--- src/common/byp_consts.svh ---
// Bypass controller constants
// Read port count and address widths shared by the packages and the RTL
`ifndef BYP_CONSTS_SVH
`define BYP_CONSTS_SVH

//////////////////////////////////////////////////
// Register file
//////////////////////////////////////////////////

// Number of register file read ports decoded in ID
`define BYP_NUM_READ_PORTS 2

// Register file address width, 32 architectural registers
`define BYP_REG_ADDR_W 5

//////////////////////////////////////////////////
// CSR file
//////////////////////////////////////////////////

// CSR address width as defined by the privileged spec
`define BYP_CSR_ADDR_W 12

`endif

--- src/common/byp_pipe_pkg.sv ---
// Pipeline types for the bypass controller
// Register address type and the forwarding mux select encodings
`default_nettype none

`include "byp_consts.svh"

package byp_pipe_pkg;

  // Register file address as seen in every pipeline stage
  typedef logic [`BYP_REG_ADDR_W-1:0] reg_addr_t;

  // Source of an ID operand
  // SEL_FW_EX takes the EX result, SEL_FW_WB the WB write data
  typedef enum logic [1:0] {
    SEL_REGFILE = 2'b00,
    SEL_FW_EX   = 2'b01,
    SEL_FW_WB   = 2'b10
  } op_fw_sel_e;

  // Source of the jump register target
  // Only WB can forward here, and only for ALU results
  typedef enum logic {
    SELJ_REGFILE = 1'b0,
    SELJ_FW_WB   = 1'b1
  } jalr_fw_sel_e;

endpackage

`default_nettype wire

--- src/common/byp_csr_pkg.sv ---
// CSR types for the bypass controller
// Holds the CSR address type used by the hazard check
`default_nettype none

`include "byp_consts.svh"

package byp_csr_pkg;

  // CSR address, read in EX and written in WB
  typedef logic [`BYP_CSR_ADDR_W-1:0] csr_addr_t;

endpackage

`default_nettype wire

--- src/bypass/operand_hazard_unit.sv ---
// Operand hazard unit
// Matches ID read addresses against EX and WB writes, picks forwarding
// sources for both operands and the jalr path, and flags load and jalr stalls
`timescale 1ns/1ps
`default_nettype none

`include "byp_consts.svh"

module operand_hazard_unit (
  input  wire logic                            id_valid_i,
  input  wire logic [`BYP_NUM_READ_PORTS-1:0]  rf_re_id_i,
  input  wire byp_pipe_pkg::reg_addr_t         rf_raddr_a_id_i,
  input  wire byp_pipe_pkg::reg_addr_t         rf_raddr_b_id_i,
  input  wire logic                            jalr_id_i,
  input  wire logic                            ex_valid_i,
  input  wire logic                            ex_rf_we_i,
  input  wire byp_pipe_pkg::reg_addr_t         ex_rf_waddr_i,
  input  wire logic                            ex_lsu_en_i,
  input  wire logic                            wb_valid_i,
  input  wire logic                            wb_rf_we_i,
  input  wire byp_pipe_pkg::reg_addr_t         wb_rf_waddr_i,
  input  wire logic                            wb_lsu_en_i,
  input  wire logic                            wb_ready_i,
  output byp_pipe_pkg::op_fw_sel_e             op_a_sel_o,
  output byp_pipe_pkg::op_fw_sel_e             op_b_sel_o,
  output byp_pipe_pkg::jalr_fw_sel_e           jalr_sel_o,
  output logic                                 load_stall_o,
  output logic                                 jalr_stall_o
);

  // Read addresses gathered per port, index 0 is rs1
  byp_pipe_pkg::reg_addr_t         rf_raddr_id [`BYP_NUM_READ_PORTS];
  logic [`BYP_NUM_READ_PORTS-1:0]  ex_match;
  logic [`BYP_NUM_READ_PORTS-1:0]  wb_match;
  logic                            ex_we;
  logic                            wb_we;
  logic                            wb_load;
  logic                            ex_jalr_match;
  logic                            wb_jalr_match;

  // Stage writes only count while the stage holds a valid instruction
  assign ex_we   = ex_valid_i && ex_rf_we_i;
  assign wb_we   = wb_valid_i && wb_rf_we_i;
  assign wb_load = wb_we && wb_lsu_en_i;

  assign rf_raddr_id[0] = rf_raddr_a_id_i;
  assign rf_raddr_id[1] = rf_raddr_b_id_i;

  //////////////////////////////////////////////////
  // Address matching
  //////////////////////////////////////////////////

  // A port matches when it reads a nonzero register that a stage writes
  // Reads of x0 always return zero, so x0 never forwards
  for (genvar i = 0; i < `BYP_NUM_READ_PORTS; i++) begin : gen_port_match
    assign ex_match[i] = id_valid_i && rf_re_id_i[i] && (|rf_raddr_id[i]) &&
                         ex_we && (rf_raddr_id[i] == ex_rf_waddr_i);
    assign wb_match[i] = id_valid_i && rf_re_id_i[i] && (|rf_raddr_id[i]) &&
                         wb_we && (rf_raddr_id[i] == wb_rf_waddr_i);
  end

  // jalr reads rs1 implicitly, so the read enable is not needed here
  assign ex_jalr_match = ex_we && (|rf_raddr_id[0]) && (rf_raddr_id[0] == ex_rf_waddr_i);
  assign wb_jalr_match = wb_we && (|rf_raddr_id[0]) && (rf_raddr_id[0] == wb_rf_waddr_i);

  //////////////////////////////////////////////////
  // Forwarding selects
  //////////////////////////////////////////////////

  always_comb begin
    op_a_sel_o = byp_pipe_pkg::SEL_REGFILE;
    op_b_sel_o = byp_pipe_pkg::SEL_REGFILE;
    // WB first so that a younger EX result overrides it
    if (wb_match[0]) begin
      op_a_sel_o = byp_pipe_pkg::SEL_FW_WB;
    end
    if (wb_match[1]) begin
      op_b_sel_o = byp_pipe_pkg::SEL_FW_WB;
    end
    if (ex_match[0]) begin
      op_a_sel_o = byp_pipe_pkg::SEL_FW_EX;
    end
    if (ex_match[1]) begin
      op_b_sel_o = byp_pipe_pkg::SEL_FW_EX;
    end
  end

  // WB forwarding to the jump target, a WB load stalls instead (see below)
  assign jalr_sel_o = wb_jalr_match ? byp_pipe_pkg::SELJ_FW_WB : byp_pipe_pkg::SELJ_REGFILE;

  //////////////////////////////////////////////////
  // Stalls
  //////////////////////////////////////////////////

  // Load data is not there yet while the load sits in EX or WB waits on memory
  assign load_stall_o = (ex_lsu_en_i && |ex_match) || (!wb_ready_i && |wb_match);

  // The jump target path has no EX forward and no load forward from WB
  assign jalr_stall_o = id_valid_i && jalr_id_i &&
                        (ex_jalr_match || (wb_jalr_match && wb_load));

endmodule

`default_nettype wire

--- src/bypass/csr_hazard_unit.sv ---
// CSR hazard unit
// Detects implicit and explicit CSR read-after-write hazards between
// ID, EX and WB and flags the sleep stall for WFI in EX
`timescale 1ns/1ps
`default_nettype none

module csr_hazard_unit (
  input  wire logic                    id_valid_i,
  input  wire logic                    mret_id_i,
  input  wire logic                    ex_valid_i,
  input  wire logic                    ex_csr_en_i,
  input  wire logic                    ex_mret_i,
  input  wire logic                    ex_wfi_i,
  input  wire logic                    wb_valid_i,
  input  wire logic                    wb_csr_en_i,
  input  wire logic                    wb_mret_i,
  input  wire logic                    csr_re_ex_i,
  input  wire byp_csr_pkg::csr_addr_t  csr_raddr_ex_i,
  input  wire logic                    csr_we_wb_i,
  input  wire byp_csr_pkg::csr_addr_t  csr_waddr_wb_i,
  output logic                         csr_stall_id_o,
  output logic                         csr_stall_ex_o,
  output logic                         sleep_stall_o
);

  logic csr_write_ex;
  logic csr_write_wb;
  logic impl_write_wb;
  logic expl_hz_ex;

  // mret updates mstatus and friends, so it counts as an implicit write
  assign csr_write_ex  = ex_valid_i && (ex_csr_en_i || ex_mret_i);
  assign csr_write_wb  = wb_valid_i && (wb_csr_en_i || wb_mret_i);
  assign impl_write_wb = wb_valid_i && wb_mret_i;

  // Precise check, explicit read in EX hits the CSR being written in WB
  assign expl_hz_ex = ex_valid_i && csr_re_ex_i &&
                      wb_valid_i && csr_we_wb_i &&
                      (csr_raddr_ex_i == csr_waddr_wb_i);

  //////////////////////////////////////////////////
  // Stall decisions
  //////////////////////////////////////////////////

  // mret reads mepc in ID, so hold it behind any CSR write still in flight
  // This is conservative, the written address is not looked at
  assign csr_stall_id_o = id_valid_i && mret_id_i && (csr_write_ex || csr_write_wb);

  // An implicit write in WB may touch any CSR, so every CSR op in EX waits
  assign csr_stall_ex_o = expl_hz_ex || (ex_valid_i && ex_csr_en_i && impl_write_wb);

  // Keep loads and stores out of EX while WFI may put the core to sleep
  assign sleep_stall_o = ex_valid_i && ex_wfi_i;

endmodule

`default_nettype wire

--- src/bypass/stall_merge.sv ---
// Stall merger
// Registers the forwarding selects and hazard flags and folds them
// into one ID stall and one EX stall
`timescale 1ns/1ps
`default_nettype none

module stall_merge (
  input  wire logic                        clk,
  input  wire logic                        rst_n_i,
  input  wire byp_pipe_pkg::op_fw_sel_e    op_a_sel_i,
  input  wire byp_pipe_pkg::op_fw_sel_e    op_b_sel_i,
  input  wire byp_pipe_pkg::jalr_fw_sel_e  jalr_sel_i,
  input  wire logic                        load_stall_i,
  input  wire logic                        jalr_stall_i,
  input  wire logic                        csr_stall_id_i,
  input  wire logic                        csr_stall_ex_i,
  input  wire logic                        sleep_stall_i,
  output byp_pipe_pkg::op_fw_sel_e         op_a_sel_o,
  output byp_pipe_pkg::op_fw_sel_e         op_b_sel_o,
  output byp_pipe_pkg::jalr_fw_sel_e       jalr_sel_o,
  output logic                             load_stall_o,
  output logic                             jalr_stall_o,
  output logic                             csr_stall_id_o,
  output logic                             csr_stall_ex_o,
  output logic                             sleep_stall_o,
  output logic                             stall_id_o,
  output logic                             stall_ex_o
);

  logic stall_ex_d;
  logic stall_id_d;

  // Only the CSR hazard holds EX
  assign stall_ex_d = csr_stall_ex_i;

  // A stalled EX cannot accept the ID instruction, so ID stalls too
  assign stall_id_d = load_stall_i || jalr_stall_i || csr_stall_id_i ||
                      sleep_stall_i || stall_ex_d;

  //////////////////////////////////////////////////
  // Output register
  //////////////////////////////////////////////////

  always_ff @(posedge clk or negedge rst_n_i) begin
    if (!rst_n_i) begin
      op_a_sel_o     <= byp_pipe_pkg::SEL_REGFILE;
      op_b_sel_o     <= byp_pipe_pkg::SEL_REGFILE;
      jalr_sel_o     <= byp_pipe_pkg::SELJ_REGFILE;
      load_stall_o   <= 1'b0;
      jalr_stall_o   <= 1'b0;
      csr_stall_id_o <= 1'b0;
      csr_stall_ex_o <= 1'b0;
      sleep_stall_o  <= 1'b0;
      stall_id_o     <= 1'b0;
      stall_ex_o     <= 1'b0;
    end else begin
      op_a_sel_o     <= op_a_sel_i;
      op_b_sel_o     <= op_b_sel_i;
      jalr_sel_o     <= jalr_sel_i;
      load_stall_o   <= load_stall_i;
      jalr_stall_o   <= jalr_stall_i;
      csr_stall_id_o <= csr_stall_id_i;
      csr_stall_ex_o <= csr_stall_ex_i;
      sleep_stall_o  <= sleep_stall_i;
      stall_id_o     <= stall_id_d;
      stall_ex_o     <= stall_ex_d;
    end
  end

endmodule

`default_nettype wire

--- src/rtl/bypass_ctrl.sv ---
// Bypass and hazard controller top level
// Runs the operand and CSR hazard units in parallel and registers
// their results through the stall merger, one cycle of latency
`timescale 1ns/1ps
`default_nettype none

`include "byp_consts.svh"

module bypass_ctrl (
  input  wire logic                            clk,
  input  wire logic                            rst_n_i,
  // ID stage
  input  wire logic                            id_valid_i,
  input  wire logic [`BYP_NUM_READ_PORTS-1:0]  rf_re_id_i,
  input  wire byp_pipe_pkg::reg_addr_t         rf_raddr_a_id_i,
  input  wire byp_pipe_pkg::reg_addr_t         rf_raddr_b_id_i,
  input  wire logic                            jalr_id_i,
  input  wire logic                            mret_id_i,
  // EX stage
  input  wire logic                            ex_valid_i,
  input  wire logic                            ex_rf_we_i,
  input  wire byp_pipe_pkg::reg_addr_t         ex_rf_waddr_i,
  input  wire logic                            ex_lsu_en_i,
  input  wire logic                            ex_csr_en_i,
  input  wire logic                            ex_mret_i,
  input  wire logic                            ex_wfi_i,
  // WB stage
  input  wire logic                            wb_valid_i,
  input  wire logic                            wb_rf_we_i,
  input  wire byp_pipe_pkg::reg_addr_t         wb_rf_waddr_i,
  input  wire logic                            wb_lsu_en_i,
  input  wire logic                            wb_csr_en_i,
  input  wire logic                            wb_mret_i,
  input  wire logic                            wb_ready_i,
  // CSR file
  input  wire logic                            csr_re_ex_i,
  input  wire byp_csr_pkg::csr_addr_t          csr_raddr_ex_i,
  input  wire logic                            csr_we_wb_i,
  input  wire byp_csr_pkg::csr_addr_t          csr_waddr_wb_i,
  // Registered controls
  output byp_pipe_pkg::op_fw_sel_e             op_a_sel_o,
  output byp_pipe_pkg::op_fw_sel_e             op_b_sel_o,
  output byp_pipe_pkg::jalr_fw_sel_e           jalr_sel_o,
  output logic                                 load_stall_o,
  output logic                                 jalr_stall_o,
  output logic                                 csr_stall_id_o,
  output logic                                 csr_stall_ex_o,
  output logic                                 sleep_stall_o,
  output logic                                 stall_id_o,
  output logic                                 stall_ex_o
);

  // Combinational hazard results, before the output register
  byp_pipe_pkg::op_fw_sel_e    op_a_sel;
  byp_pipe_pkg::op_fw_sel_e    op_b_sel;
  byp_pipe_pkg::jalr_fw_sel_e  jalr_sel;
  logic                        load_stall;
  logic                        jalr_stall;
  logic                        csr_stall_id;
  logic                        csr_stall_ex;
  logic                        sleep_stall;

  //////////////////////////////////////////////////
  // Hazard units
  //////////////////////////////////////////////////

  operand_hazard_unit u_operand_hz (
    .id_valid_i      (id_valid_i),
    .rf_re_id_i      (rf_re_id_i),
    .rf_raddr_a_id_i (rf_raddr_a_id_i),
    .rf_raddr_b_id_i (rf_raddr_b_id_i),
    .jalr_id_i       (jalr_id_i),
    .ex_valid_i      (ex_valid_i),
    .ex_rf_we_i      (ex_rf_we_i),
    .ex_rf_waddr_i   (ex_rf_waddr_i),
    .ex_lsu_en_i     (ex_lsu_en_i),
    .wb_valid_i      (wb_valid_i),
    .wb_rf_we_i      (wb_rf_we_i),
    .wb_rf_waddr_i   (wb_rf_waddr_i),
    .wb_lsu_en_i     (wb_lsu_en_i),
    .wb_ready_i      (wb_ready_i),
    .op_a_sel_o      (op_a_sel),
    .op_b_sel_o      (op_b_sel),
    .jalr_sel_o      (jalr_sel),
    .load_stall_o    (load_stall),
    .jalr_stall_o    (jalr_stall)
  );

  csr_hazard_unit u_csr_hz (
    .id_valid_i     (id_valid_i),
    .mret_id_i      (mret_id_i),
    .ex_valid_i     (ex_valid_i),
    .ex_csr_en_i    (ex_csr_en_i),
    .ex_mret_i      (ex_mret_i),
    .ex_wfi_i       (ex_wfi_i),
    .wb_valid_i     (wb_valid_i),
    .wb_csr_en_i    (wb_csr_en_i),
    .wb_mret_i      (wb_mret_i),
    .csr_re_ex_i    (csr_re_ex_i),
    .csr_raddr_ex_i (csr_raddr_ex_i),
    .csr_we_wb_i    (csr_we_wb_i),
    .csr_waddr_wb_i (csr_waddr_wb_i),
    .csr_stall_id_o (csr_stall_id),
    .csr_stall_ex_o (csr_stall_ex),
    .sleep_stall_o  (sleep_stall)
  );

  // Merge and register, this is the only state in the controller
  stall_merge u_stall_merge (
    .clk            (clk),
    .rst_n_i        (rst_n_i),
    .op_a_sel_i     (op_a_sel),
    .op_b_sel_i     (op_b_sel),
    .jalr_sel_i     (jalr_sel),
    .load_stall_i   (load_stall),
    .jalr_stall_i   (jalr_stall),
    .csr_stall_id_i (csr_stall_id),
    .csr_stall_ex_i (csr_stall_ex),
    .sleep_stall_i  (sleep_stall),
    .op_a_sel_o     (op_a_sel_o),
    .op_b_sel_o     (op_b_sel_o),
    .jalr_sel_o     (jalr_sel_o),
    .load_stall_o   (load_stall_o),
    .jalr_stall_o   (jalr_stall_o),
    .csr_stall_id_o (csr_stall_id_o),
    .csr_stall_ex_o (csr_stall_ex_o),
    .sleep_stall_o  (sleep_stall_o),
    .stall_id_o     (stall_id_o),
    .stall_ex_o     (stall_ex_o)
  );

endmodule

`default_nettype wire

--- config.mk ---
export PLATFORM = sky130hd
export DESIGN_NAME = bypass_ctrl
export DESIGN_NICKNAME = d
export VERILOG_FILES = /design/src/common/byp_pipe_pkg.sv /design/src/common/byp_csr_pkg.sv /design/src/bypass/operand_hazard_unit.sv /design/src/bypass/csr_hazard_unit.sv /design/src/bypass/stall_merge.sv /design/src/rtl/bypass_ctrl.sv
export VERILOG_INCLUDE_DIRS = /design/src /design/src/common
export SDC_FILE = /design/constraint.sdc
export NUM_CORES = 1
export LEC_CHECK = 0
export BUFFER_PORTS_ARGS = -buffer_cell sky130_fd_sc_hd__buf_4
export CORE_AREA = 10 10 51 69
export CTS_CLUSTER_SIZE = 24
export DETAILED_ROUTE_END_ITERATION = 7
export DIE_AREA = 0 0 61 79
export GPL_TIMING_DRIVEN = 1
export PLACE_DENSITY = 0.84
export REMOVE_ABC_BUFFERS = 1
export SLEW_MARGIN = 30
export SYNTH_ARGS = -nofsm -noshare
export SYNTH_HDL_FRONTEND = slang
export SYNTH_SLANG_ARGS = --single-unit
--- constraint.sdc ---
create_clock -name clk -period 1 [get_ports clk]
set_input_delay 0.05 -clock clk [delete_from_list [all_inputs] [get_ports clk]]
set_output_delay 0.05 -clock clk [all_outputs]
set_load 0.03 [all_outputs]
==> flow_summary.html, run 1 <==
<table>
<tr><th>Metric</th><th>Value</th></tr>
<tr><th colspan="2">Logic synthesis</th></tr>
<tr><td>Simple logic cell fraction of the synthesized area</td><td>0.262</td></tr>
<tr><td>Main combinational cell family by area after synthesis</td><td>XOR/XNOR gates</td></tr>
<tr><td>Xor-xnor portion of the synthesized cell area</td><td>0.321</td></tr>
<tr><td>Multiplexer share of the synthesized area</td><td>0</td></tr>
<tr><td>Fraction of the yosys area taken by sequential cells</td><td>0.315</td></tr>
<tr><td>Count of distinct cell types in the synthesized netlist</td><td>29</td></tr>
<tr><td>Post-synthesis cell count</td><td>a little over 90</td></tr>
<tr><td>Avg Cell Area, Syn</td><td>9.60 sq um</td></tr>
<tr><td>Synthesized-area fraction occupied by ao, oa, aoi and oai cells</td><td>0.0845</td></tr>
<tr><td>Synth Cell Area</td><td>about 870 sq um</td></tr>
<tr><td>Post-synthesis share of cell area spent on full adders, half adders and majority gates</td><td>0</td></tr>
<tr><td>Total of flip-flops plus latches after synthesis</td><td>11</td></tr>
<tr><td>Number of warning messages in the yosys log</td><td>0</td></tr>
<tr><th colspan="2">Clock network</th></tr>
<tr><td>Clock buffers created by TritonCTS</td><td>3</td></tr>
<tr><td>Cell chosen for the clock root</td><td>sky130_fd_sc_hd__clkbuf_4</td></tr>
<tr><td>Sink count of the clock tree</td><td>11</td></tr>
<tr><td>Number of H-tree branching levels</td><td>1</td></tr>
<tr><td>Clock-pin slew on the worst setup and hold paths</td><td>~70 ps</td></tr>
<tr><td>TritonCTS clock tree</td><td>done</td></tr>
<tr><td>Maximum buffer depth of the clock tree</td><td>2</td></tr>
<tr><th colspan="2">Detailed routing</th></tr>
<tr><td>Drt total wl</td><td>between 3 and 4 mm</td></tr>
<tr><td>Via density per instance</td><td>about 5</td></tr>
<tr><td>Total iterations of the first detailed-routing run</td><td>4</td></tr>
<tr><td>Routed len/inst</td><td>17.5 um</td></tr>
<tr><td>Vias</td><td>roughly 1,100</td></tr>
<tr><td>Routed Antenna Nets</td><td>0</td></tr>
<tr><td>Number of design-rule violations left by the first detailed-router iteration</td><td>20</td></tr>
<tr><td>Number of remaining DRC errors</td><td>0</td></tr>
<tr><th colspan="2">Placement</th></tr>
<tr><td>Final RePlAce weighted congestion</td><td>just over 0.8</td></tr>
<tr><td>HPWL after detailed placement</td><td>~3.4 mm</td></tr>
<tr><td>Quantity of I/O buffers inserted on ports</td><td>76</td></tr>
<tr><th colspan="2">Die</th></tr>
<tr><td>Horizontal die dimension</td><td>~61 um</td></tr>
<tr><td>Area of the core</td><td>about 0.0023 sq mm</td></tr>
<tr><td>Area of the die</td><td>between 0.004 and 0.005 sq mm</td></tr>
<tr><td>Height of the die</td><td>between 70 and 80 um</td></tr>
<tr><td>Boundary Pins</td><td>77</td></tr>
<tr><td>FP Rows</td><td>21</td></tr>
<tr><td>Initial Utilization</td><td>0.378</td></tr>
<tr><th colspan="2">Global route</th></tr>
<tr><td>Residual overflow from global routing</td><td>0</td></tr>
<tr><td>Combined global-route utilization of all metal layers</td><td>0.151</td></tr>
<tr><td>Initial antenna violation count</td><td>0</td></tr>
<tr><td>Global-route wire length before repair</td><td>5.77 mm</td></tr>
<tr><td>Number of global-route vias before repair</td><td>around 1,300</td></tr>
<tr><td>Pin count of the biggest net entering global routing</td><td>12</td></tr>
<tr><th colspan="2">Power</th></tr>
<tr><td>Power consumption</td><td>~1.3 mW</td></tr>
<tr><td>Sequential power share</td><td>0.355</td></tr>
<tr><td>Pwr per Cell Area</td><td>between 700 and 800 mW/mm^2</td></tr>
<tr><td>Highest ir drop seen on vdd</td><td>around 0.4 mV</td></tr>
<tr><td>Combinational cell fraction of total power</td><td>0.426</td></tr>
<tr><td>Internal</td><td>0.936 mW</td></tr>
<tr><td>Switching share of power</td><td>0.274</td></tr>
<tr><td>Psw</td><td>around 0.35 mW</td></tr>
<tr><td>Static power due to leakage</td><td>~0.81 nW</td></tr>
<tr><td>Clock network fraction of design power</td><td>0.219</td></tr>
<tr><th colspan="2">STA</th></tr>
<tr><td>Setup Viol. Count Final</td><td>3</td></tr>
<tr><td>Setup repair after global routing missed its margin</td><td>yes</td></tr>
<tr><td>Slew @ Worst Pin</td><td>between 300 and 400 ps</td></tr>
<tr><td>Remaining max-slew budget at the tightest pin</td><td>0.762</td></tr>
<tr><td>Number of max-slew violations in the final report</td><td>0</td></tr>
<tr><td>Highest clock frequency the design can meet</td><td>about 900 MHz</td></tr>
<tr><td>Final Cycle Share</td><td>1.13</td></tr>
<tr><td>Number of hold-slack violations in the final timing report</td><td>0</td></tr>
<tr><td>Min cycle time layout</td><td>approximately 1100 ps</td></tr>
<tr><td>Worst path setup slack after routing</td><td>-133 ps</td></tr>
<tr><th colspan="2">Status</th></tr>
<tr><td>Run status</td><td>complete, but fails checks</td></tr>
<tr><td>Failing checks</td><td>negative setup slack</td></tr>
<tr><th colspan="2">Critical path</th></tr>
<tr><td>Largest fanout of any net on the critical path</td><td>3</td></tr>
<tr><td>Arrival time of data at the critical path endpoint</td><td>between 1000 and 1500 ps</td></tr>
<tr><td>Kind of cell adding the most delay to the critical path</td><td>simple AND/OR/NAND/NOR gates</td></tr>
<tr><td>CP startpoint</td><td>rf_raddr_b_id_i[0]</td></tr>
<tr><td>Logic depth of the worst path, buffers included</td><td>6</td></tr>
<tr><td>Kind of end point of the critical path</td><td>register</td></tr>
<tr><td>Endpoint of the worst setup timing path</td><td>u_stall_merge.stall_id_o$_DFF_PN0_</td></tr>
<tr><td>Startpoint class of the critical path</td><td>input port</td></tr>
<tr><td>Worst path bufs/invs</td><td>1</td></tr>
<tr><td>Delay of the slowest cell on the worst path</td><td>approximately 540 ps</td></tr>
<tr><td>Max stage delay cell, worst path</td><td>sky130_fd_sc_hd__or4_4</td></tr>
<tr><td>Critical path start-end classification</td><td>in2reg</td></tr>
<tr><td>Required time worst endpoint</td><td>1120 ps</td></tr>
<tr><td>Cells traversed along the worst timing path</td><td>buf_6 &gt; or4_4 &gt; o211ai_4 &gt; nor4_2 &gt; o21ai_2 &gt; o2111ai_2</td></tr>
<tr><th colspan="2">Cells and area</th></tr>
<tr><td>Fill cell count</td><td>about 190</td></tr>
<tr><td>Antenna Cells</td><td>0</td></tr>
<tr><td>Share of the core filled with cells in the final layout</td><td>0.727</td></tr>
<tr><td>Ratio of cells with drive above 1 in the final layout</td><td>0.590</td></tr>
<tr><td>Final #Nets</td><td>254</td></tr>
<tr><td>P&amp;R area growth vs syn</td><td>92.4%</td></tr>
<tr><th colspan="2">Worst hold path</th></tr>
<tr><td>Class of the tightest hold or removal check</td><td>in2reg</td></tr>
<tr><th colspan="2">Job</th></tr>
<tr><td>Number of maximum-capacitance violations</td><td>0</td></tr>
</table>
-- synth_stat cells --
library cell                instances  area (sq um)
sky130_fd_sc_hd__o2111ai_2          1          15.0
sky130_fd_sc_hd__o211ai_2           1          12.5
sky130_fd_sc_hd__o21ai_1            1          5.00
sky130_fd_sc_hd__inv_1              2          7.51
sky130_fd_sc_hd__nor2_2             1          6.26
sky130_fd_sc_hd__dfrtp_1           11           275
sky130_fd_sc_hd__o21ai_2            1          8.76
sky130_fd_sc_hd__nand4_1            6          37.5
sky130_fd_sc_hd__nor2b_1            1          6.26
sky130_fd_sc_hd__nor3_1             4          20.0
sky130_fd_sc_hd__xnor2_1           27           236
sky130_fd_sc_hd__nand2_1            5          18.8
sky130_fd_sc_hd__nand3_1            3          15.0
sky130_fd_sc_hd__and2_1             1          6.26
sky130_fd_sc_hd__nor3_2             1          10.0
sky130_fd_sc_hd__nor4_2             1          12.5
sky130_fd_sc_hd__buf_4              1          7.51
sky130_fd_sc_hd__or3_1              1          6.26
sky130_fd_sc_hd__or4_1              2          15.0
sky130_fd_sc_hd__a21oi_2            2          17.5
sky130_fd_sc_hd__o21ai_0            3          15.0
sky130_fd_sc_hd__nor4_4             1          21.3
sky130_fd_sc_hd__nor2_1             4          15.0
sky130_fd_sc_hd__nand2_2            1          6.26
sky130_fd_sc_hd__or4_4              1          11.3
sky130_fd_sc_hd__or2_1              1          6.26
sky130_fd_sc_hd__nor4_1             1          6.26
sky130_fd_sc_hd__xor2_1             5          43.8
sky130_fd_sc_hd__and4_1             1          8.76
-- cells by family (layout without fill, tap and decap cells) --
family                 count (synthesis)  in the layout
AND/OR/NAND/NOR                       36             36
XOR/XNOR                              32             32
flip-flops                            11             11
AO/OA/AOI/OAI                          9              9
buffers and inverters                  3            100
-- state kept, by name, indices dropped and copies added (netlist names) --
| signal | count |
|---|---|
| u_stall_merge.csr_stall_id_o | 1 |
| u_stall_merge.jalr_sel_o | 1 |
| u_stall_merge.jalr_stall_o | 1 |
| u_stall_merge.load_stall_o | 1 |
| u_stall_merge.op_a_sel_o | 2 |
| u_stall_merge.op_b_sel_o | 2 |
| u_stall_merge.sleep_stall_o | 1 |
| u_stall_merge.stall_ex_o | 1 |
| u_stall_merge.stall_id_o | 1 |
-- final cells by class --
cell class	instances	area, sq um	share of cell area
sequential	11	275	0.164
multi-input combinational	77	612	0.364
tap	23	28.8	0.0171
inverter	2	7.51	0.00447
timing repair buffer	94	731	0.435
clock buffer	4	26.3	0.0156
-- routing by layer --
metal | up-vias | GRT usage | wire, um
met5 | - | 0 | 0
met4 | 0 | 0.0220 | 50
met3 | 6 | 0.0398 | 335
met2 | 49 | 0.318 | 2250
met1 | 498 | 0.130 | 1050
li1 | 512 | - | -
-- layout by cell type, fill, tap and decap left out, types with 2 or more instances in the layout --
master and instances:
sky130_fd_sc_hd__buf_4 87, sky130_fd_sc_hd__xnor2_1 27, sky130_fd_sc_hd__dfrtp_1 11, sky130_fd_sc_hd__nand4_1 6, sky130_fd_sc_hd__buf_6 6, sky130_fd_sc_hd__nand2_1 5, sky130_fd_sc_hd__xor2_1 5, sky130_fd_sc_hd__o21ai_0 3
sky130_fd_sc_hd__or4_4 3, sky130_fd_sc_hd__nand3_1 3, sky130_fd_sc_hd__nor3_1 3, sky130_fd_sc_hd__nor2_1 3, sky130_fd_sc_hd__clkbuf_4 3, sky130_fd_sc_hd__a21oi_2 2, sky130_fd_sc_hd__nor3_2 2, sky130_fd_sc_hd__inv_1 2
-- per-stage QoR --
| stage | cells | setup slack, ps | setup TNS [ps] | hold slack [ps] | area, sq um |
|---|---|---|---|---|---|
| floorplan | 90 | -224 | -795 | -246 | 866 |
| finish | 211 | -133 | -282 | 9.69 | 1680 |
| CTS | 210 | -128 | -263 | 1.61 | 1660 |
| global route | 211 | -171 | -473 | 13.4 | 1680 |
| global placement | 204 | -382 | -2150 | -118 | 1580 |
| detailed placement | 204 | -447 | -2570 | -113 | 1580 |
-- repair_timing --
action / in CTS / in global routing
buffers inserted: 1 / 1
gates resized for setup: 9 / 3
endpoints found under the hold margin: 11 / 0
cloned: 0 / 0
pin swaps: 3 / 3
hold buffers: 1 / 0
endpoints found under the setup margin: 6 / 6
-- how the worst min path moves through the flow --
| stage | cells after the start | from | slack (ps) | end |
|---|---|---|---|---|
| 2_1_floorplan | 0 | rst_n_i | -250 | u_stall_merge.csr_stall_id_o$_DFF_PN0_ |
| 3_3_place_gp | 1 | rst_n_i | -120 | u_stall_merge.csr_stall_id_o$_DFF_PN0_ |
| 3_5_place_dp | 1 | rst_n_i | -110 | u_stall_merge.csr_stall_id_o$_DFF_PN0_ |
| 4_1_cts | 2 | wb_ready_i | 2 | u_stall_merge.load_stall_o$_DFF_PN0_ |
| 5_1_grt | 2 | wb_ready_i | 10 | u_stall_merge.load_stall_o$_DFF_PN0_ |
| 6_report | 2 | wb_ready_i | 10 | u_stall_merge.load_stall_o$_DFF_PN0_ |
-- power by group through the flow --
stage	logic [mW]	clock network, mW	registers [mW]
after floorplan	0.164	0	0.490
after global placement	0.509	0	0.466
after detailed placement	0.528	0	0.467
after CTS	0.545	0.290	0.458
after global routing	0.595	0.308	0.459
final	0.550	0.282	0.458
Note: power is estimated with default switching activity, not from simulation.
==> inputs of run 2 (changes only) <==
Settings changed: CTS_BUF_LIST from default to sky130_fd_sc_hd__clkbuf_4 sky130_fd_sc_hd__clkbuf_8 sky130_fd_sc_hd__clkbuf_16, SETUP_SLACK_MARGIN from default to 0.02.
==> flow_summary.html, run 2 (synthesized netlist as in run 1, its figures left out) <==
<table>
<tr><th>Metric</th><th>Value</th></tr>
<tr><th colspan="2">Status</th></tr>
<tr><td>Run status</td><td>complete, but fails checks</td></tr>
<tr><td>Failing checks</td><td>negative hold slack, negative setup slack</td></tr>
<tr><th colspan="2">Die</th></tr>
<tr><td>Area of the core</td><td>0.00231 sq mm (unchanged)</td></tr>
<tr><td>Initial Utilization</td><td>0.378 (unchanged)</td></tr>
<tr><td>FP Rows</td><td>21 (unchanged)</td></tr>
<tr><td>Area of the die</td><td>0.00482 sq mm (unchanged)</td></tr>
<tr><td>Height of the die</td><td>79 um (unchanged)</td></tr>
<tr><td>Horizontal die dimension</td><td>61 um (unchanged)</td></tr>
<tr><td>Boundary Pins</td><td>77 (unchanged)</td></tr>
<tr><th colspan="2">Power</th></tr>
<tr><td>Highest ir drop seen on vdd</td><td>0.456 mV (+13%)</td></tr>
<tr><td>Power consumption</td><td>1.34 mW (+3.6%)</td></tr>
<tr><td>Static power due to leakage</td><td>0.821 nW (+1.3%)</td></tr>
<tr><td>Pwr per Cell Area</td><td>785 mW/mm^2 (+2.2%)</td></tr>
<tr><th colspan="2">Cells and area</th></tr>
<tr><td>Antenna Cells</td><td>0 (unchanged)</td></tr>
<tr><td>Register area</td><td>275 sq um (unchanged)</td></tr>
<tr><td>Highest-count cells in the layout ignoring fill and taps</td><td>sky130_fd_sc_hd__buf_4, sky130_fd_sc_hd__xnor2_1, sky130_fd_sc_hd__dfrtp_1</td></tr>
<tr><td>Share of the core filled with cells in the final layout</td><td>0.737 (+0.0103)</td></tr>
<tr><td>P&amp;R area growth vs syn</td><td>95.1%</td></tr>
<tr><td>Leading registers by flop count</td><td>u_stall_merge.op_a_sel_o: 2 flops, u_stall_merge.op_b_sel_o: 2 flops</td></tr>
<tr><td>Final standard cell count with taps included and fillers excluded</td><td>211 (unchanged)</td></tr>
<tr><td>Combined area of the multi-input logic cells</td><td>628 sq um (+2.7%)</td></tr>
<tr><td>Final #Nets</td><td>254 (unchanged)</td></tr>
<tr><td>Ratio of cells with drive above 1 in the final layout</td><td>0.612 (+0.0213)</td></tr>
<tr><td>Most common cell after layout, fill and taps aside</td><td>sky130_fd_sc_hd__buf_4</td></tr>
<tr><td>Fill cell count</td><td>179 (-3.2%)</td></tr>
<tr><th colspan="2">Global route</th></tr>
<tr><td>Residual overflow from global routing</td><td>0 (unchanged)</td></tr>
<tr><td>Initial antenna violation count</td><td>0 (unchanged)</td></tr>
<tr><td>Met2 Resource Use GR</td><td>0.318 (unchanged)</td></tr>
<tr><td>Combined global-route utilization of all metal layers</td><td>0.151 (unchanged)</td></tr>
<tr><td>Global-route layer with the greatest usage</td><td>met2</td></tr>
<tr><td>Pin count of the biggest net entering global routing</td><td>12 (unchanged)</td></tr>
<tr><td>Met1 Usage GRT</td><td>0.130 (unchanged)</td></tr>
<tr><td>Global-route wire length before repair</td><td>5.77 mm (unchanged)</td></tr>
<tr><td>Number of global-route vias before repair</td><td>1,265 (+0.079%)</td></tr>
<tr><td>Grt met3 use</td><td>0.0398 (unchanged)</td></tr>
<tr><th colspan="2">Detailed routing</th></tr>
<tr><td>Routed len/inst</td><td>18.1 um (+3.6%)</td></tr>
<tr><td>Vias</td><td>1,086 (+2.0%)</td></tr>
<tr><td>Routed Antenna Nets</td><td>0 (unchanged)</td></tr>
<tr><td>Number of remaining DRC errors</td><td>0 (unchanged)</td></tr>
<tr><td>Via density per instance</td><td>5.15 (+2.0%)</td></tr>
<tr><td>Number of design-rule violations left by the first detailed-router iteration</td><td>20 (unchanged)</td></tr>
<tr><td>Total iterations of the first detailed-routing run</td><td>6 (+2)</td></tr>
<tr><td>Drt total wl</td><td>3.81 mm (+3.6%)</td></tr>
<tr><th colspan="2">Worst hold path</th></tr>
<tr><td>Hold worst-path end</td><td>u_stall_merge.load_stall_o$_DFF_PN0_</td></tr>
<tr><td>Hold Path Origin</td><td>wb_ready_i</td></tr>
<tr><td>Cells on Worst Hold Path</td><td>2 (unchanged)</td></tr>
<tr><td>Class of the tightest hold or removal check</td><td>in2reg</td></tr>
<tr><th colspan="2">Critical path</th></tr>
<tr><td>Critical path start-end classification</td><td>in2reg</td></tr>
<tr><td>Required time worst endpoint</td><td>1120 ps (about the same)</td></tr>
<tr><td>Kind of end point of the critical path</td><td>register</td></tr>
<tr><td>Startpoint class of the critical path</td><td>input port</td></tr>
<tr><td>Largest fanout of any net on the critical path</td><td>3 (unchanged)</td></tr>
<tr><td>Arrival time of data at the critical path endpoint</td><td>1250 ps (about the same)</td></tr>
<tr><th colspan="2">STA</th></tr>
<tr><td>Min cycle time layout</td><td>1130 ps (-4.68 ps)</td></tr>
<tr><td>Setup Viol. Count Final</td><td>3 (unchanged)</td></tr>
<tr><td>Number of hold-slack violations in the final timing report</td><td>1 (+1)</td></tr>
<tr><td>Highest clock frequency the design can meet</td><td>887 MHz (+0.42%)</td></tr>
<tr><td>Worst path setup slack after routing</td><td>-128 ps (+4.68 ps)</td></tr>
<tr><td>Final Cycle Share</td><td>1.13 (-0.00468)</td></tr>
<tr><td>Slew @ Worst Pin</td><td>373 ps (+18.3 ps)</td></tr>
<tr><td>Setup repair after global routing missed its margin</td><td>yes</td></tr>
<tr><td>Smallest hold slack</td><td>-0.656 ps (-10.4 ps)</td></tr>
<tr><td>Number of max-slew violations in the final report</td><td>0 (unchanged)</td></tr>
<tr><td>Remaining max-slew budget at the tightest pin</td><td>0.749 (-0.0123)</td></tr>
<tr><th colspan="2">Clock network</th></tr>
<tr><td>Clock buffers created by TritonCTS</td><td>3 (unchanged)</td></tr>
<tr><td>TritonCTS clock tree</td><td>done</td></tr>
<tr><td>Number of H-tree branching levels</td><td>1 (unchanged)</td></tr>
<tr><td>Maximum buffer depth of the clock tree</td><td>2 (unchanged)</td></tr>
<tr><td>Clock-pin slew on the worst setup and hold paths</td><td>70 ps (about the same)</td></tr>
<tr><td>Sink count of the clock tree</td><td>11 (unchanged)</td></tr>
<tr><td>Cell chosen for the clock root</td><td>sky130_fd_sc_hd__clkbuf_4</td></tr>
<tr><th colspan="2">Placement</th></tr>
<tr><td>Quantity of I/O buffers inserted on ports</td><td>76 (unchanged)</td></tr>
<tr><td>HPWL after detailed placement</td><td>3.40 mm (unchanged)</td></tr>
<tr><td>Final RePlAce weighted congestion</td><td>0.829 (unchanged)</td></tr>
<tr><td>Dpl cells</td><td>204 (unchanged)</td></tr>
<tr><th colspan="2">Job</th></tr>
<tr><td>Number of maximum-capacitance violations</td><td>0 (unchanged)</td></tr>
</table>
==> run 2: area by class of cell <==
type / count / share of cell area
inverter: 2 / 0.00441
multi-input combinational: 77 / 0.369
sequential: 11 / 0.162
timing repair buffer: 94 / 0.431
tap: 23 / 0.0169
clock buffer: 4 / 0.0176
==> run 2: timing repair <==
action                     in CTS  in global routing
hold endpoints to repair       11                  0
pin swaps                       3                  6
resized for setup              10                  6
setup endpoints to repair       6                  7
setup buffers                   1                  2
hold buffers                    1                  0
==> run 2: worst max-delay path: stages <==
cell	delay, ps
sky130_fd_sc_hd__buf_6	90
sky130_fd_sc_hd__or4_4	540
sky130_fd_sc_hd__o211ai_4	210
sky130_fd_sc_hd__nor4_2	90
sky130_fd_sc_hd__o21ai_2	150
sky130_fd_sc_hd__o2111ai_2	110
==> run 2: routing by layer <==
metal | share of wire | vias to the layer above
li1 | - | 513
met2 | 0.60 | 51
met5 | 0 | -
met3 | 0.090 | 8
met4 | 0.018 | 0
met1 | 0.29 | 514
==> run 2: how the worst max path moves through the flow <==
stage / cells after the start / endpoint / from
after floorplan: 5 / u_stall_merge.stall_id_o$_DFF_PN0_ / rf_raddr_b_id_i[0]
after global placement: 6 / u_stall_merge.stall_id_o$_DFF_PN0_ / csr_waddr_wb_i[9]
after detailed placement: 6 / u_stall_merge.stall_id_o$_DFF_PN0_ / rf_raddr_a_id_i[0]
after CTS: 6 / u_stall_merge.stall_id_o$_DFF_PN0_ / rf_raddr_b_id_i[0]
after global routing: 6 / u_stall_merge.stall_id_o$_DFF_PN0_ / rf_raddr_b_id_i[0]
final: 6 / u_stall_merge.stall_id_o$_DFF_PN0_ / rf_raddr_b_id_i[0]
==> run 2: power breakdown <==
part | internal (mW) | switching [mW]
logic | 0.332 | 0.229
registers | 0.455 | 0.00312
clock network | 0.181 | 0.137
total | 0.968 | 0.369
==> run 2: stage by stage <==
| step | setup slack, ps | TNS, ps | cell area, sq um |
|---|---|---|---|
| after floorplan | -224 | -795 | 866 |
| after global placement | -382 | -2150 | 1580 |
| after detailed placement | -447 | -2570 | 1580 |
| after CTS | -126 | -260 | 1660 |
| after global routing | -170 | -539 | 1700 |
| final | -128 | -261 | 1700 |
==> inputs of run 3 (changes only) <==
Settings changed: BUFFER_PORTS_ARGS -buffer_cell sky130_fd_sc_hd__buf_4 to -buffer_cell sky130_fd_sc_hd__buf_2.
==> flow_summary.html, run 3 (synthesized netlist as in run 1, its figures left out) <==
<table>
<tr><th>Metric</th><th>Value</th></tr>
<tr><th colspan="2">Critical path</th></tr>
<tr><td>Kind of end point of the critical path</td><td>register</td></tr>
<tr><td>Required time worst endpoint</td><td>1120 ps (about the same)</td></tr>
<tr><td>Max stage delay cell, worst path</td><td>sky130_fd_sc_hd__or4_4</td></tr>
<tr><td>Worst path bufs/invs</td><td>1 (unchanged)</td></tr>
<tr><td>Cells traversed along the worst timing path</td><td>buf_6 &gt; or4_4 &gt; o211ai_4 &gt; nor4_4 &gt; o21ai_2 &gt; o2111ai_2</td></tr>
<tr><td>Delay of the slowest cell on the worst path</td><td>540 ps (about the same)</td></tr>
<tr><td>Critical path start-end classification</td><td>in2reg</td></tr>
<tr><td>Arrival time of data at the critical path endpoint</td><td>1250 ps (about the same)</td></tr>
<tr><td>Startpoint class of the critical path</td><td>input port</td></tr>
<tr><td>Kind of cell adding the most delay to the critical path</td><td>simple AND/OR/NAND/NOR gates</td></tr>
<tr><td>Largest fanout of any net on the critical path</td><td>2 (-1)</td></tr>
<tr><th colspan="2">Detailed routing</th></tr>
<tr><td>Number of remaining DRC errors</td><td>0 (unchanged)</td></tr>
<tr><td>Via density per instance</td><td>4.93 (-4.2%)</td></tr>
<tr><td>Routed len/inst</td><td>16.1 um (-11%)</td></tr>
<tr><td>Drt total wl</td><td>3.44 mm (-9.8%)</td></tr>
<tr><td>Total iterations of the first detailed-routing run</td><td>4 (-2)</td></tr>
<tr><td>Number of design-rule violations left by the first detailed-router iteration</td><td>7 (-65%)</td></tr>
<tr><td>Vias</td><td>1,050 (-3.3%)</td></tr>
<tr><td>Routed Antenna Nets</td><td>0 (unchanged)</td></tr>
<tr><th colspan="2">Cells and area</th></tr>
<tr><td>P&amp;R area growth vs syn</td><td>76.1%</td></tr>
<tr><td>Antenna Cells</td><td>0 (unchanged)</td></tr>
<tr><td>Highest-count cells in the layout ignoring fill and taps</td><td>sky130_fd_sc_hd__buf_2, sky130_fd_sc_hd__xnor2_1, sky130_fd_sc_hd__buf_4</td></tr>
<tr><td>Most common cell after layout, fill and taps aside</td><td>sky130_fd_sc_hd__buf_2</td></tr>
<tr><td>Final #Nets</td><td>256 (+0.79%)</td></tr>
<tr><td>Leading registers by flop count</td><td>u_stall_merge.op_a_sel_o: 2 flops, u_stall_merge.op_b_sel_o: 2 flops</td></tr>
<tr><td>Ratio of cells with drive above 1 in the final layout</td><td>0.600 (-0.0117)</td></tr>
<tr><td>Combined area of the multi-input logic cells</td><td>629 sq um (+0.20%)</td></tr>
<tr><td>Fill cell count</td><td>199 (+11%)</td></tr>
<tr><td>Register area</td><td>275 sq um (unchanged)</td></tr>
<tr><th colspan="2">Die</th></tr>
<tr><td>FP Rows</td><td>21 (unchanged)</td></tr>
<tr><td>Initial Utilization</td><td>0.378 (unchanged)</td></tr>
<tr><td>Area of the core</td><td>0.00231 sq mm (unchanged)</td></tr>
<tr><td>Boundary Pins</td><td>77 (unchanged)</td></tr>
<tr><td>Height of the die</td><td>79 um (unchanged)</td></tr>
<tr><td>Area of the die</td><td>0.00482 sq mm (unchanged)</td></tr>
<tr><td>Horizontal die dimension</td><td>61 um (unchanged)</td></tr>
<tr><th colspan="2">STA</th></tr>
<tr><td>Min cycle time layout</td><td>1130 ps (+4.96 ps)</td></tr>
<tr><td>Worst path setup slack after routing</td><td>-133 ps (-4.96 ps)</td></tr>
<tr><td>Remaining max-slew budget at the tightest pin</td><td>0.804 (+0.0548)</td></tr>
<tr><td>Final Cycle Share</td><td>1.13 (+0.00496)</td></tr>
<tr><td>Setup Viol. Count Final</td><td>4 (+1)</td></tr>
<tr><td>Slew @ Worst Pin</td><td>291 ps (-81.7 ps)</td></tr>
<tr><td>Number of max-slew violations in the final report</td><td>0 (unchanged)</td></tr>
<tr><td>Smallest hold slack</td><td>31.6 ps (+32.3 ps)</td></tr>
<tr><td>Number of hold-slack violations in the final timing report</td><td>0 (-1)</td></tr>
<tr><td>Highest clock frequency the design can meet</td><td>883 MHz (-0.44%)</td></tr>
<tr><td>Setup repair after global routing missed its margin</td><td>yes</td></tr>
<tr><th colspan="2">Clock network</th></tr>
<tr><td>TritonCTS clock tree</td><td>done</td></tr>
<tr><td>Number of H-tree branching levels</td><td>1 (unchanged)</td></tr>
<tr><td>Maximum buffer depth of the clock tree</td><td>2 (unchanged)</td></tr>
<tr><td>Sink count of the clock tree</td><td>11 (unchanged)</td></tr>
<tr><td>Clock-pin slew on the worst setup and hold paths</td><td>60 ps (about the same)</td></tr>
<tr><td>Cell chosen for the clock root</td><td>sky130_fd_sc_hd__clkbuf_4</td></tr>
<tr><td>Clock buffers created by TritonCTS</td><td>3 (unchanged)</td></tr>
<tr><th colspan="2">Status</th></tr>
<tr><td>Failing checks</td><td>negative setup slack</td></tr>
<tr><td>Run status</td><td>complete, but fails checks</td></tr>
<tr><th colspan="2">Placement</th></tr>
<tr><td>HPWL after detailed placement</td><td>3.11 mm (-8.3%)</td></tr>
<tr><td>Final RePlAce weighted congestion</td><td>0.842 (+1.6%)</td></tr>
<tr><td>Quantity of I/O buffers inserted on ports</td><td>76 (unchanged)</td></tr>
<tr><td>Pre-CTS setup slack</td><td>-438 ps (+8.63 ps)</td></tr>
<tr><th colspan="2">Job</th></tr>
<tr><td>Number of maximum-capacitance violations</td><td>0 (unchanged)</td></tr>
<tr><th colspan="2">Global route</th></tr>
<tr><td>Combined global-route utilization of all metal layers</td><td>0.134 (-0.0164)</td></tr>
<tr><td>Initial antenna violation count</td><td>0 (unchanged)</td></tr>
<tr><td>Pin count of the biggest net entering global routing</td><td>12 (unchanged)</td></tr>
<tr><td>Number of global-route vias before repair</td><td>1,235 (-2.4%)</td></tr>
<tr><td>Global-route wire length before repair</td><td>5.31 mm (-7.9%)</td></tr>
<tr><td>Residual overflow from global routing</td><td>0 (unchanged)</td></tr>
<tr><th colspan="2">Power</th></tr>
<tr><td>Pwr per Cell Area</td><td>813 mW/mm^2 (+3.6%)</td></tr>
<tr><td>Static power due to leakage</td><td>0.782 nW (-4.8%)</td></tr>
<tr><td>Power consumption</td><td>1.25 mW (-6.6%)</td></tr>
<tr><td>Highest ir drop seen on vdd</td><td>0.388 mV (-15%)</td></tr>
<tr><th colspan="2">Worst hold path</th></tr>
<tr><td>Class of the tightest hold or removal check</td><td>in2reg</td></tr>
</table>
==> run 3: cell count changes in the layout (fill, tap and decap cells not counted), sizes merged <==
cell,delta
dlygate4sd3,+1
buf,+1
==> run 3: metrics by stage <==
step           setup TNS (ps)  cell area [sq um]  utilization  cells
6_report                 -305               1540        0.665    213
5_1_grt                  -417               1540        0.665    213
4_1_cts                  -256               1490        0.646    211
3_3_place_gp            -2090               1390        0.600    204
3_5_place_dp            -2460               1390        0.600    204
2_1_floorplan            -795                866            -     90
==> run 3: worst paths after layout <==
path,from,end,depth (start not counted)
min in group asynchronous,rst_n_i,u_stall_merge.csr_stall_id_o$_DFF_PN0_,2
max,rf_raddr_b_id_i[0],u_stall_merge.stall_id_o$_DFF_PN0_,6
min,mret_id_i,u_stall_merge.csr_stall_id_o$_DFF_PN0_,3
max in group asynchronous,rst_n_i,u_stall_merge.op_b_sel_o[1]$_DFF_PN0_,2
==> run 3: report_power, final <==
group | internal, mW | switching [mW]
clock network | 0.181 | 0.126
logic | 0.262 | 0.223
registers | 0.455 | 0.00208
==> run 3: final cells by class <==
type	count	area share
multi-input cells	77	0.409
repair buffers	96	0.369
well taps	23	0.0187
flip-flops and latches	11	0.179
clock buffers	4	0.0195
inverters	2	0.00488
==> run 3: what timing repair did <==
item	in CTS	in global routing
hold endpoints to repair	12	0
setup buffers	1	2
hold buffers	2	0
setup endpoints to repair	6	7
gates cloned	0	0
pin swaps	5	7
gates resized for setup	9	5
==> run 3: routing by layer <==
metal | share of wire | GRT usage
met5 | 0 | 0
met4 | 0.011 | 0.0286
met3 | 0.084 | 0.0318
met2 | 0.59 | 0.269
met1 | 0.32 | 0.127
